`config.mk`:
```
export PLATFORM = sky130hd
export DESIGN_NAME = stack_engine
export DESIGN_NICKNAME = d
export VERILOG_FILES = /design/src/logic/cmd_pkg.sv /design/src/logic/stack_pkg.sv /design/src/logic/cmd_decoder.sv /design/src/logic/cmd_port.sv /design/src/logic/engine_control.sv /design/src/logic/stack_bank.sv /design/src/logic/stack_engine.sv
export VERILOG_INCLUDE_DIRS = /design/src /design/src/logic
export SDC_FILE = /design/constraint.sdc
export NUM_CORES = 1
export LEC_CHECK = 0
export BUFFER_PORTS_ARGS = -buffer_cell sky130_fd_sc_hd__buf_4
export CELL_PAD_IN_SITES_DETAIL_PLACEMENT = 0
export CELL_PAD_IN_SITES_GLOBAL_PLACEMENT = 1
export CORE_MARGIN = 4
export CORE_UTILIZATION = 54
export CTS_CLUSTER_SIZE = 40
export DETAILED_ROUTE_END_ITERATION = 8
export GPL_TIMING_DRIVEN = 0
export PLACE_DENSITY_LB_ADDON = 0.1
export SLEW_MARGIN = 20
export SYNTH_ARGS = -nofsm -noshare
export SYNTH_HDL_FRONTEND = slang
export SYNTH_SLANG_ARGS = --single-unit
```
`constraint.sdc`:
```
create_clock -name clk -period 7.7 [get_ports clk]
set_input_delay 1.54 -clock clk [delete_from_list [all_inputs] [get_ports clk]]
set_output_delay 1.54 -clock clk [all_outputs]
set_load 0.1 [all_outputs]
```
`src/logic/stack_engine_macros.svh`:
```
`ifndef STACK_ENGINE_MACROS_SVH
`define STACK_ENGINE_MACROS_SVH

// Stack bank geometry
`define STACK_COUNT 8
`define STACK_DEPTH 15
`define VALUE_WIDTH 5

// Largest count a single POP may ask for
`define POP_MAX 10

// Field widths derived from the geometry
`define OPCODE_WIDTH 8
`define STACK_INDEX_WIDTH $clog2(`STACK_COUNT)

// A level of 0 up to STACK_DEPTH inclusive
`define LEVEL_WIDTH $clog2(`STACK_DEPTH + 1)

`endif

```
`src/logic/cmd_pkg.sv`:
```
`include "stack_engine_macros.svh"

package cmd_pkg;

	typedef logic [`OPCODE_WIDTH-1:0] opcode_t;
	typedef logic [`STACK_INDEX_WIDTH-1:0] stack_idx_t;
	typedef logic [`VALUE_WIDTH-1:0] cmd_value_t;

	localparam opcode_t OP_POP = opcode_t'(0);
	localparam opcode_t OP_DUP = opcode_t'(1);
	localparam opcode_t OP_PUSH = opcode_t'(2);
	localparam opcode_t OP_CLEAR = opcode_t'(3);

	typedef enum logic [1:0] {
		ERR_NONE = 2'd0,
		ERR_OPCODE = 2'd1,
		ERR_RANGE = 2'd2,
		ERR_FULL = 2'd3
	} err_t;

	// Host word, opcode in the top byte
	typedef struct packed {
		opcode_t opcode;
		stack_idx_t stack;
		cmd_value_t value;
	} cmd_word_t;

	typedef struct packed {
		opcode_t opcode;
		stack_idx_t stack;
		cmd_value_t value;
		err_t error;
	} decoded_cmd_t;

endpackage

```
`src/logic/stack_pkg.sv`:
```
`include "stack_engine_macros.svh"

package stack_pkg;

	import cmd_pkg::*;

	typedef logic [`LEVEL_WIDTH-1:0] level_t;
	typedef logic [`VALUE_WIDTH-1:0] value_t;

	// One entry per stack, stack 0 in the low bits
	typedef level_t [`STACK_COUNT-1:0] levels_t;
	typedef value_t [`STACK_COUNT-1:0] tops_t;

	// Record returned to the host
	typedef struct packed {
		err_t error;
		opcode_t opcode;
		stack_idx_t stack;
		level_t level;
		value_t top;
	} result_t;

endpackage

```
`src/logic/cmd_decoder.sv`:
```
`timescale 1ns/10ps

`include "stack_engine_macros.svh"

module cmd_decoder
	import cmd_pkg::*, stack_pkg::*;
(
	input logic clk,
	input logic rst,
	input logic fetch_start,
	input logic word_valid,
	input cmd_word_t word,
	input levels_t levels,
	output logic rd_en,
	output logic fetch_done,
	output decoded_cmd_t cmd
);

	typedef enum logic [1:0] {
		START = 2'b00,
		GET = 2'b01,
		CHECK = 2'b10,
		END = 2'b11
	} state_t;

	state_t state;
	state_t next_state;
	decoded_cmd_t next_cmd;
	level_t word_level;

	assign word_level = levels[word.stack];
	assign rd_en = (state == GET);
	assign fetch_done = (state == END);

	always_ff @(posedge clk or negedge rst) begin
		if (!rst) begin
			state <= START;
			cmd <= '0;
		end else begin
			state <= next_state;
			cmd <= next_cmd;
		end
	end

	always_comb begin
		next_state = state;
		case (state)
			START:
				if (fetch_start)
					next_state = GET;
			GET:
				if (word_valid)
					next_state = CHECK;
			CHECK:
				next_state = END;
			END:
				next_state = START;
		endcase
	end

	// Errors keep the last good fields and only update the code
	always_comb begin
		next_cmd = cmd;
		if (state == CHECK) begin
			case (word.opcode)
				OP_POP:
					if (word.value <= cmd_value_t'(`POP_MAX))
						next_cmd = '{word.opcode, word.stack, word.value, ERR_NONE};
					else
						next_cmd.error = ERR_RANGE;
				OP_DUP:
					if (word_level < level_t'(`STACK_DEPTH))
						next_cmd = '{word.opcode, word.stack, '0, ERR_NONE};
					else
						next_cmd.error = ERR_FULL;
				OP_PUSH:
					if (word_level < level_t'(`STACK_DEPTH))
						next_cmd = '{word.opcode, word.stack, word.value, ERR_NONE};
					else
						next_cmd.error = ERR_FULL;
				OP_CLEAR:
					next_cmd = '{word.opcode, '0, '0, ERR_NONE};
				default:
					next_cmd.error = ERR_OPCODE;
			endcase
		end
	end

endmodule

```
`src/logic/cmd_port.sv`:
```
`timescale 1ns/10ps

module cmd_port
	import cmd_pkg::*;
(
	input logic clk,
	input logic rst,
	input logic cmd_req,
	input cmd_word_t cmd_word,
	output logic cmd_ack,
	input logic rd_en,
	output logic word_valid,
	output cmd_word_t word
);

	logic accept;

	// Only take a word into an empty register, once the last ack has dropped
	assign accept = cmd_req && !cmd_ack && !word_valid;

	always_ff @(posedge clk or negedge rst) begin
		if (!rst) begin
			cmd_ack <= 1'b0;
		end else if (accept) begin
			cmd_ack <= 1'b1;
		end else if (cmd_ack && !cmd_req) begin
			cmd_ack <= 1'b0;
		end
	end

	always_ff @(posedge clk or negedge rst) begin
		if (!rst) begin
			word_valid <= 1'b0;
		end else if (accept) begin
			word_valid <= 1'b1;
		end else if (rd_en && word_valid) begin
			word_valid <= 1'b0;
		end
	end

	// Holding register, left as is until the next word arrives
	always_ff @(posedge clk) begin
		if (accept)
			word <= cmd_word;
	end

endmodule

```
`src/logic/engine_control.sv`:
```
`timescale 1ns/10ps

module engine_control
	import cmd_pkg::*, stack_pkg::*;
(
	input logic clk,
	input logic rst,
	output logic fetch_start,
	input logic fetch_done,
	input decoded_cmd_t cmd,
	input levels_t levels,
	input tops_t tops,
	output logic exec,
	output logic res_req,
	output result_t res,
	input logic res_ack
);

	typedef enum logic [2:0] {
		START,
		FETCH,
		EXEC,
		REPORT,
		RELEASE
	} state_t;

	state_t state;
	state_t next_state;

	assign fetch_start = (state == START);
	assign exec = (state == EXEC) && (cmd.error == ERR_NONE);

	// Comes out of reset as if a handshake just closed
	always_ff @(posedge clk or negedge rst) begin
		if (!rst) begin
			state <= RELEASE;
			res_req <= 1'b0;
		end else begin
			state <= next_state;
			res_req <= (next_state == REPORT);
		end
	end

	always_comb begin
		next_state = state;
		case (state)
			START:
				next_state = FETCH;
			FETCH:
				if (fetch_done)
					next_state = EXEC;
			EXEC:
				next_state = REPORT;
			REPORT:
				if (res_ack)
					next_state = RELEASE;
			RELEASE:
				if (!res_ack)
					next_state = START;
			default:
				next_state = RELEASE;
		endcase
	end

	// Built from bank and decoder registers, none of which move
	// until the next fetch, so the record holds through the handshake
	always_comb begin
		res.error = cmd.error;
		res.opcode = cmd.opcode;
		res.stack = cmd.stack;
		res.level = levels[cmd.stack];
		res.top = tops[cmd.stack];
	end

endmodule

```
`src/logic/stack_bank.sv`:
```
`timescale 1ns/10ps

`include "stack_engine_macros.svh"

module stack_bank
	import cmd_pkg::*, stack_pkg::*;
(
	input logic clk,
	input logic rst,
	input logic exec,
	input decoded_cmd_t cmd,
	output levels_t levels,
	output tops_t tops
);

	value_t mem [`STACK_COUNT][`STACK_DEPTH];
	level_t cur_level;
	logic do_write;
	value_t wr_data;

	assign cur_level = levels[cmd.stack];
	assign do_write = exec && (cmd.opcode == OP_DUP || cmd.opcode == OP_PUSH);

	// DUP copies the current top, which is already 0 on an empty stack
	assign wr_data = (cmd.opcode == OP_DUP) ? tops[cmd.stack] : value_t'(cmd.value);

	always_comb begin
		for (int i = 0; i < `STACK_COUNT; i++) begin
			if (levels[i] == '0)
				tops[i] = '0;
			else
				tops[i] = mem[i][levels[i] - 1'b1];
		end
	end

	always_ff @(posedge clk or negedge rst) begin
		if (!rst) begin
			levels <= '0;
		end else if (exec) begin
			case (cmd.opcode)
				OP_POP:
					if ({1'b0, cur_level} > cmd.value)
						levels[cmd.stack] <= cur_level - level_t'(cmd.value);
					else
						levels[cmd.stack] <= '0;
				OP_DUP, OP_PUSH:
					levels[cmd.stack] <= cur_level + 1'b1;
				OP_CLEAR:
					levels <= '0;
				default:
					levels <= levels;
			endcase
		end
	end

	// Free slot sits at the current level, fullness already checked upstream
	always_ff @(posedge clk) begin
		if (do_write)
			mem[cmd.stack][cur_level] <= wr_data;
	end

endmodule

```
`src/logic/stack_engine.sv`:
```
`timescale 1ns/10ps

module stack_engine
	import cmd_pkg::*, stack_pkg::*;
(
	input logic clk,
	input logic rst,
	input logic cmd_req,
	input cmd_word_t cmd_word,
	output logic cmd_ack,
	output logic res_req,
	output result_t res,
	input logic res_ack
);

	logic rd_en;
	logic word_valid;
	cmd_word_t word;
	logic fetch_start;
	logic fetch_done;
	decoded_cmd_t cmd;
	logic exec;
	levels_t levels;
	tops_t tops;

	cmd_port u_cmd_port (
		.clk(clk),
		.rst(rst),
		.cmd_req(cmd_req),
		.cmd_word(cmd_word),
		.cmd_ack(cmd_ack),
		.rd_en(rd_en),
		.word_valid(word_valid),
		.word(word)
	);

	cmd_decoder u_cmd_decoder (
		.clk(clk),
		.rst(rst),
		.fetch_start(fetch_start),
		.word_valid(word_valid),
		.word(word),
		.levels(levels),
		.rd_en(rd_en),
		.fetch_done(fetch_done),
		.cmd(cmd)
	);

	stack_bank u_stack_bank (
		.clk(clk),
		.rst(rst),
		.exec(exec),
		.cmd(cmd),
		.levels(levels),
		.tops(tops)
	);

	engine_control u_engine_control (
		.clk(clk),
		.rst(rst),
		.fetch_start(fetch_start),
		.fetch_done(fetch_done),
		.cmd(cmd),
		.levels(levels),
		.tops(tops),
		.exec(exec),
		.res_req(res_req),
		.res(res),
		.res_ack(res_ack)
	);

endmodule

```
==> summary.md, run 1 <==
| Metric | Value |
|---|---|
| Critical path's largest stage delay | `~650 ps` |
| NetSw | `between 2 and 3 mW` |
| CTS Root Cell | `clkbuf_16` |
| Clock sink count | `~670` |
| GRT Total Usage | `between 20% and 30%` |
| Crit Path Category | `reg2out` |
| Total global routing overflow | `0` |
| Final min period | `between 6000 and 7000 ps` |
| Port bufs | `43` |
| Final WL | `roughly 77 mm` |
| CTS tree | `built` |
| # H-tree levels | `3` |
| Vias per inst | `approximately 6.3` |
| WL/cell | `between 20 and 30 um` |
| Crit. End Element | `output port` |
| Peak supply drop | `roughly 0.2 mV` |
| Post-synthesis cell type count | `86` |
| Cell accounting for the most synthesized area | `edfxtp_1` |
| Worst-path clk slew | `60 ps` |
| Final period util | `90.0%` |
| CP cell instances | `buf_2 -> buf_2 -> inv_1 -> ha_1 -> buf_2 -> buf_1 -> mux4_2 -> mux2i_1 -> nand2_1 -> o221ai_1 -> nor2_1 -> nor4b_2 -> nand2_1 -> buf_4` |
| Sequential cell area fraction in the yosys report | `around two thirds` |
| Clock Latency Late Sink | `slightly above 600 ps` |
| Post-synth EDFFs | `a little over 600` |
| Share of layout cells above drive strength 1 | `19.4%` |
| Initial Util | `about 55%` |
| Cells after synthesis | `around 1.9k` |
| Seq pwr share | `a little under half` |
| Logic pwr share | `a little under a fifth` |
| Slew HR | `between 10% and 20%` |
| Total chip power | `~9.7 mW` |
| Fmax | `~0.14 GHz` |
| Final hold viol count | `0` |
| Worst Setup Slack, final | `768 ps` |
| DIE AREA | `about 60000 um2` |
| Yosys top cell area share | `62.8%` |
| Synth Flop Type | `edfxtp_1` |
| Final Wtd Congestion | `~0.90` |
| Sw Ratio | `~28%` |
| Syn Area/Cell | `around 16 um2` |
| Syn nets | `between 1.5k and 2k` |
| Core Footprint | `around 54000 um2` |
| PostCTS Resize Cnt | `0` |
| Initial DRC count | `~1.9k` |
| P_int | `roughly 7.0 mW` |
| Antenna diode count | `0` |
| DRC violations left | `0` |
| Clock Skew | `between 20 and 30 ps` |
| Final setup viols | `0` |
| CP required | `roughly 6000 ps` |
| Initial antenna violation count | `2` |
| Via count | `~18k` |
| Most common cell after layout, fill and taps aside | `edfxtp_1` |
| Die W | `242 um` |
| Vias in the first global route | `between 15k and 20k` |
| Area contributors post-synth | `edfxtp_1 63%, mux4_2 9.6%, dfrtp_1 4.8%` |
| Outcome | `complete, no violations` |
| Synth warnings | `0` |
| Crit path top cell by count | `buf_2` |
| Rows | `85` |
| Hold WC Path Type | `reg2reg` |
| Arrival time at the worst endpoint | `between 5000 and 6000 ps` |
| Worst Setup Start Kind | `flop` |
| Clock power frac | `~35%` |
| Fin Hold WS | `roughly 530 ps` |
| Dpl ws | `around 1000 ps` |
| CP max-delay cell | `nor4b_2` |
| Max_cap viols | `0` |
| Layout Area Growth over Synthesis | `13.6%` |
| Wire length of the first global-routing pass | `around 120 mm` |
| CTS Buffer Depth | `3` |
| RSZ-0062 raised after global routing | `no` |
| Crit-path max FO | `10` |
| Pwr dens | `between 200 and 300 nW/um2` |
| First-pass DRT Iterations | `7` |
| Seq cells post-synth | `674` |
| Postcts setup bufs | `0` |
| Worst Tran Pin Value | `between 1000 and 1500 ps` |
| Final nets | `around 2.1k` |
| Pin count of the biggest net entering global routing | `121` |
| CTS Hold Buffers Added | `0` |
| Most frequent cells in the layout | `616 x edfxtp_1, 202 x nor2_1, 125 x mux4_2` |
| # fillers | `3931` |
| DRT antenna net count | `0` |
| Post-Synthesis Cell Area | `just under 30000 um2` |
| DP Wirelength | `roughly 53 mm` |
| Async set-or-reset flop fraction in the synthesized netlist | `under 10%` |
| I/O pins | `44` |
| CTS buffer count | `70` |
| Pleak | `roughly 11 nW` |
| Max Slew Vio Count | `0` |
| Post-Layout Inst Area | `between 30000 and 40000 um2` |
| Placed cell area | `31200 um2` |
| Die H | `242 um` |
[cells by family after synthesis]
group,synth area share [%]
flops,67.8
simple gates,8.46
compound gates,7.02
mux,12.3
buf+inv,2.47
fa+ha+maj,1.30
xor+xnor,0.671
[layer usage]
layer	routed length [um]	GRT usage, %	vias to the layer above
met3	6180	5.57	141
met1	33100	39.1	8988
li1	-	-	7748
met4	2700	8.84	0
met5	0	0	-
met2	35300	40.5	786
[worst max-delay path, delay by kind of cell (launching register included)]
family                     cells  cell delay [ps]
adders and majority gates      1              390
and+or+nand+nor                4             1010
DFF                            1              490
muxes                          2              690
AOI/OAI and AO/OA              1               80
buffers and inverters          6             2100
[final timing paths]
path | startpoint | end | slack, ps | depth (start not counted)
max | flop | res[0] | 770 | 14
min | u_cmd_port.word_valid | u_cmd_port.cmd_ack | 530 | 1
max reg2reg | flop | u_stack_bank.mem[2][56] | 2190 | 18
min reg2reg | u_cmd_port.word_valid | u_cmd_port.cmd_ack | 530 | 1
max in group asynchronous | rst | u_cmd_decoder.cmd[8] | 6140 | 1
min in group asynchronous | rst | u_cmd_decoder.cmd[17] | 1040 | 1
[cell usage after synthesis (all sizes together) (9+ instances only)]
cell / number
nor2: 202
nand2b: 12
or2: 13
buf: 67
or4: 11
and2: 11
nor4: 16
nor3b: 11
ha: 29
a211oi: 28
mux2: 19
a21oi: 80
edfxtp: 616
nand2: 91
inv: 40
nand3: 23
mux4: 127
and3: 20
o211ai: 12
a22o: 16
o31a: 9
clkbuf: 42
dfrtp: 57
o21ai: 70
mux2i: 55
nand4: 10
nor3: 47
a31oi: 12
o31ai: 11
nor2b: 23
[power by group through the flow]
stage / registers (mW) / logic [mW] / clock network, mW
after floorplan: 4.66 / 0.986 / 0
after global placement: 4.76 / 1.53 / 0
after detailed placement: 4.57 / 1.84 / 0
after CTS: 4.49 / 1.85 / 3.40
after global routing: 4.50 / 1.98 / 3.58
final: 4.49 / 1.86 / 3.35
[state kept, by name, indices dropped and copies added (netlist names), named ones only]
register	count
u_cmd_decoder.cmd	18
u_cmd_decoder.state	2
u_cmd_port.cmd_ack	1
u_cmd_port.word	16
u_cmd_port.word_valid	1
u_engine_control.res_req	1
u_engine_control.state	3
u_stack_bank.mem	600
[layout make-up]
| type | count | area, um2 | area share (%) |
|---|---|---|---|
| timing repair buffer | 70 | 776 | 2.32 |
| clock buffer | 95 | 1950 | 5.83 |
| tap | 696 | 871 | 2.60 |
| inverter | 43 | 161 | 0.482 |
| sequential | 674 | 20000 | 59.6 |
| clock inverter | 33 | 334 | 0.999 |
| buffer | 109 | 566 | 1.69 |
| multi-input combinational | 1070 | 8840 | 26.4 |
[per-stage QoR]
step                      cells  util, %  setup TNS, ps
after global routing       2790     62.0              0
after detailed placement   2662     57.8              0
after floorplan            1896        -              0
final                      2790     62.0              0
after global placement     2635     56.8       -2128200
after CTS                  2790     62.0              0
Note: power is estimated with default switching activity, not from simulation.
==> run 2, diff against run 1 <==
==> constraint.sdc (replaced) <==
create_clock -name clk -period 7.7 [get_ports clk]
set_input_delay 0.385 -clock clk [delete_from_list [all_inputs] [get_ports clk]]
set_output_delay 0.385 -clock clk [all_outputs]
set_load 0.1 [all_outputs]
==> summary.md, run 2 (synthesis gave the netlist of run 1 again) <==
| Metric | Value |
|---|---|
| Outcome | `complete, no violations` |
| Crit path top cell by count | `buf_2` |
| Initial Util | `54.6%` |
| Biggest register | `u_stack_bank.mem` |
| Final nets | `between 2k and 2.5k` |
| Die H | `242 um` |
| DRT antenna net count | `0` |
| Max_cap viols | `0` |
| Final setup viols | `0` |
| CTS Buffer Depth | `3` |
| Wire length of the first global-routing pass | `about 120 mm` |
| Initial DRC count | `slightly above 2k` |
| Arrival time at the worst endpoint | `around 5400 ps` |
| P_int | `roughly 7 mW` |
| Worst Tran Pin Value | `between 1000 and 1500 ps` |
| Postcts setup bufs | `0` |
| Max Slew Vio Count | `0` |
| Most common cell after layout, fill and taps aside | `edfxtp_1` |
| Dpl ws | `about 1800 ps` |
| Critical path's largest stage delay | `650 ps` |
| Biggest regs | `u_stack_bank.mem x600, u_cmd_decoder.cmd x18, u_cmd_port.word x16` |
| NetSw | `between 2 and 3 mW` |
| CP required | `roughly 7300 ps` |
| Final hold viol count | `0` |
| Pwr dens | `between 200 and 300 nW/um2` |
| Pleak | `11.1 nW` |
| Core Util, Final | `between 60% and 70%` |
| Final Wtd Congestion | `about 0.90` |
| DP Wirelength | `between 50 and 60 mm` |
| Hold WC Path Type | `in2reg` |
| Total global routing overflow | `0` |
| Fmax | `0.173 GHz` |
| CTS tree | `built` |
| RSZ-0062 raised after global routing | `no` |
| CP max-delay cell | `nor4b_2` |
| CTS Root Cell | `clkbuf_16` |
| Worst-path clk slew | `~60 ps` |
| Total chip power | `between 9 and 10 mW` |
| PostCTS Resize Cnt | `0` |
| GRT Total Usage | `a little over a quarter` |
| Vias per inst | `about 6.3` |
| Vias in the first global route | `17.5k` |
| DIE AREA | `~58000 um2` |
| Worst Path Buf+Inv | `6` |
| Port bufs | `43` |
| Clock Latency Late Sink | `~620 ps` |
| Pin count of the biggest net entering global routing | `roughly 120` |
| CTS buffer count | `70` |
| Die W | `242 um` |
| Sw Ratio | `between 20% and 30%` |
| Seq pwr share | `between 40% and 50%` |
| Final WL | `around 78 mm` |
| Clock Skew | `29.2 ps` |
| Share of layout cells above drive strength 1 | `just under 20%` |
| Final min period | `a little under 6000 ps` |
| Antenna diode count | `0` |
| Crit path max-delay family | `buffers and inverters` |
| # H-tree levels | `3` |
| Crit. End Element | `output port` |
| Worst Setup Start Kind | `flop` |
| Crit Path Category | `reg2out` |
| DRC violations left | `0` |
| CTS Hold Buffers Added | `17` |
| Most frequent cells in the layout | `616 x edfxtp_1, 202 x nor2_1, 125 x mux4_2` |
| Max reg flops | `600` |
| Crit-path max FO | `10` |
| Worst Setup Slack, final | `between 1500 and 2000 ps` |
| Core Footprint | `53900 um2` |
| Clock power frac | `between 30 and 40%` |
| Rows | `85` |
| First-pass DRT Iterations | `6` |
| Clock sink count | `slightly below 700` |
| I/O pins | `between 40 and 50` |
| Peak supply drop | `0.200 mV` |
| CP cell instances | `buf_2 -> buf_2 -> inv_1 -> ha_1 -> buf_2 -> buf_1 -> mux4_2 -> mux2i_1 -> nand2_1 -> o221ai_1 -> nor2_1 -> nor4b_2 -> nand2_1 -> buf_4` |
| Layout Area Growth over Synthesis | `14.2%` |
| Final period util | `74.9%` |
| Via count | `around 18k` |
| WL/cell | `about 28 um` |
| Initial antenna violation count | `2` |
| Logic pwr share | `a little under a fifth` |
| Slew HR | `17.4%` |
[run 2: layout make-up]
cell class,count,area (um2)
clock buffer,95,1950
fill,3914,20300
tap,696,871
inverter,43,161
multi-input combinational,1070,8840
buffer,109,566
clock inverter,33,334
sequential,674,20000
timing repair buffer,87,946
[run 2: worst paths after layout]
path	startpoint	end	slack [ps]	cells past startpoint
worst max register to register	flop	u_stack_bank.mem[2][56]	2200	18
worst min-delay path	res_ack	u_engine_control.state[2]	40	3
worst max-delay path	flop	res[0]	1930	14
max in group asynchronous	rst	u_cmd_decoder.cmd[7]	6730	2
worst min register to register	u_cmd_port.word_valid	u_cmd_port.cmd_ack	530	1
min in group asynchronous	rst	u_cmd_decoder.cmd[13]	430	2
[run 2: layer usage]
metal / part of all wire [%] / GRT usage (%) / routed length, um
met1: 42 / 39.1 / 32900
met5: 0 / 0 / 0
met2: 46 / 40.7 / 35600
met3: 8.3 / 5.66 / 6410
met4: 3.4 / 8.88 / 2620
[run 2: power groups by stage]
stage / Sequential, mW / Clock [mW] / Combinational, mW
final: 4.49 / 3.34 / 1.87
after global routing: 4.50 / 3.59 / 1.99
after CTS: 4.49 / 3.40 / 1.85
after detailed placement: 4.57 / 0 / 1.84
after global placement: 4.76 / 0 / 1.53
after floorplan: 4.66 / 0 / 0.986
[run 2: worst min-delay path, delay by kind of cell]
family / cells / cell delay (ps)
AOI/OAI and AO/OA: 1 / 70
buffers and inverters: 2 / 160
[run 2: through the flow]
| stage | cell area (um2) | setup TNS (ps) | hold slack [ps] | cells |
|---|---|---|---|---|
| after floorplan | 29400 | 0 | 89.4 | 1896 |
| after global placement | 30600 | -2128200 | 500 | 2635 |
| after detailed placement | 31200 | 0 | 523 | 2662 |
| after CTS | 33600 | 0 | 7.29 | 2807 |
| after global routing | 33600 | 0 | 23.4 | 2807 |
| final | 33600 | 0 | 35.8 | 2807 |
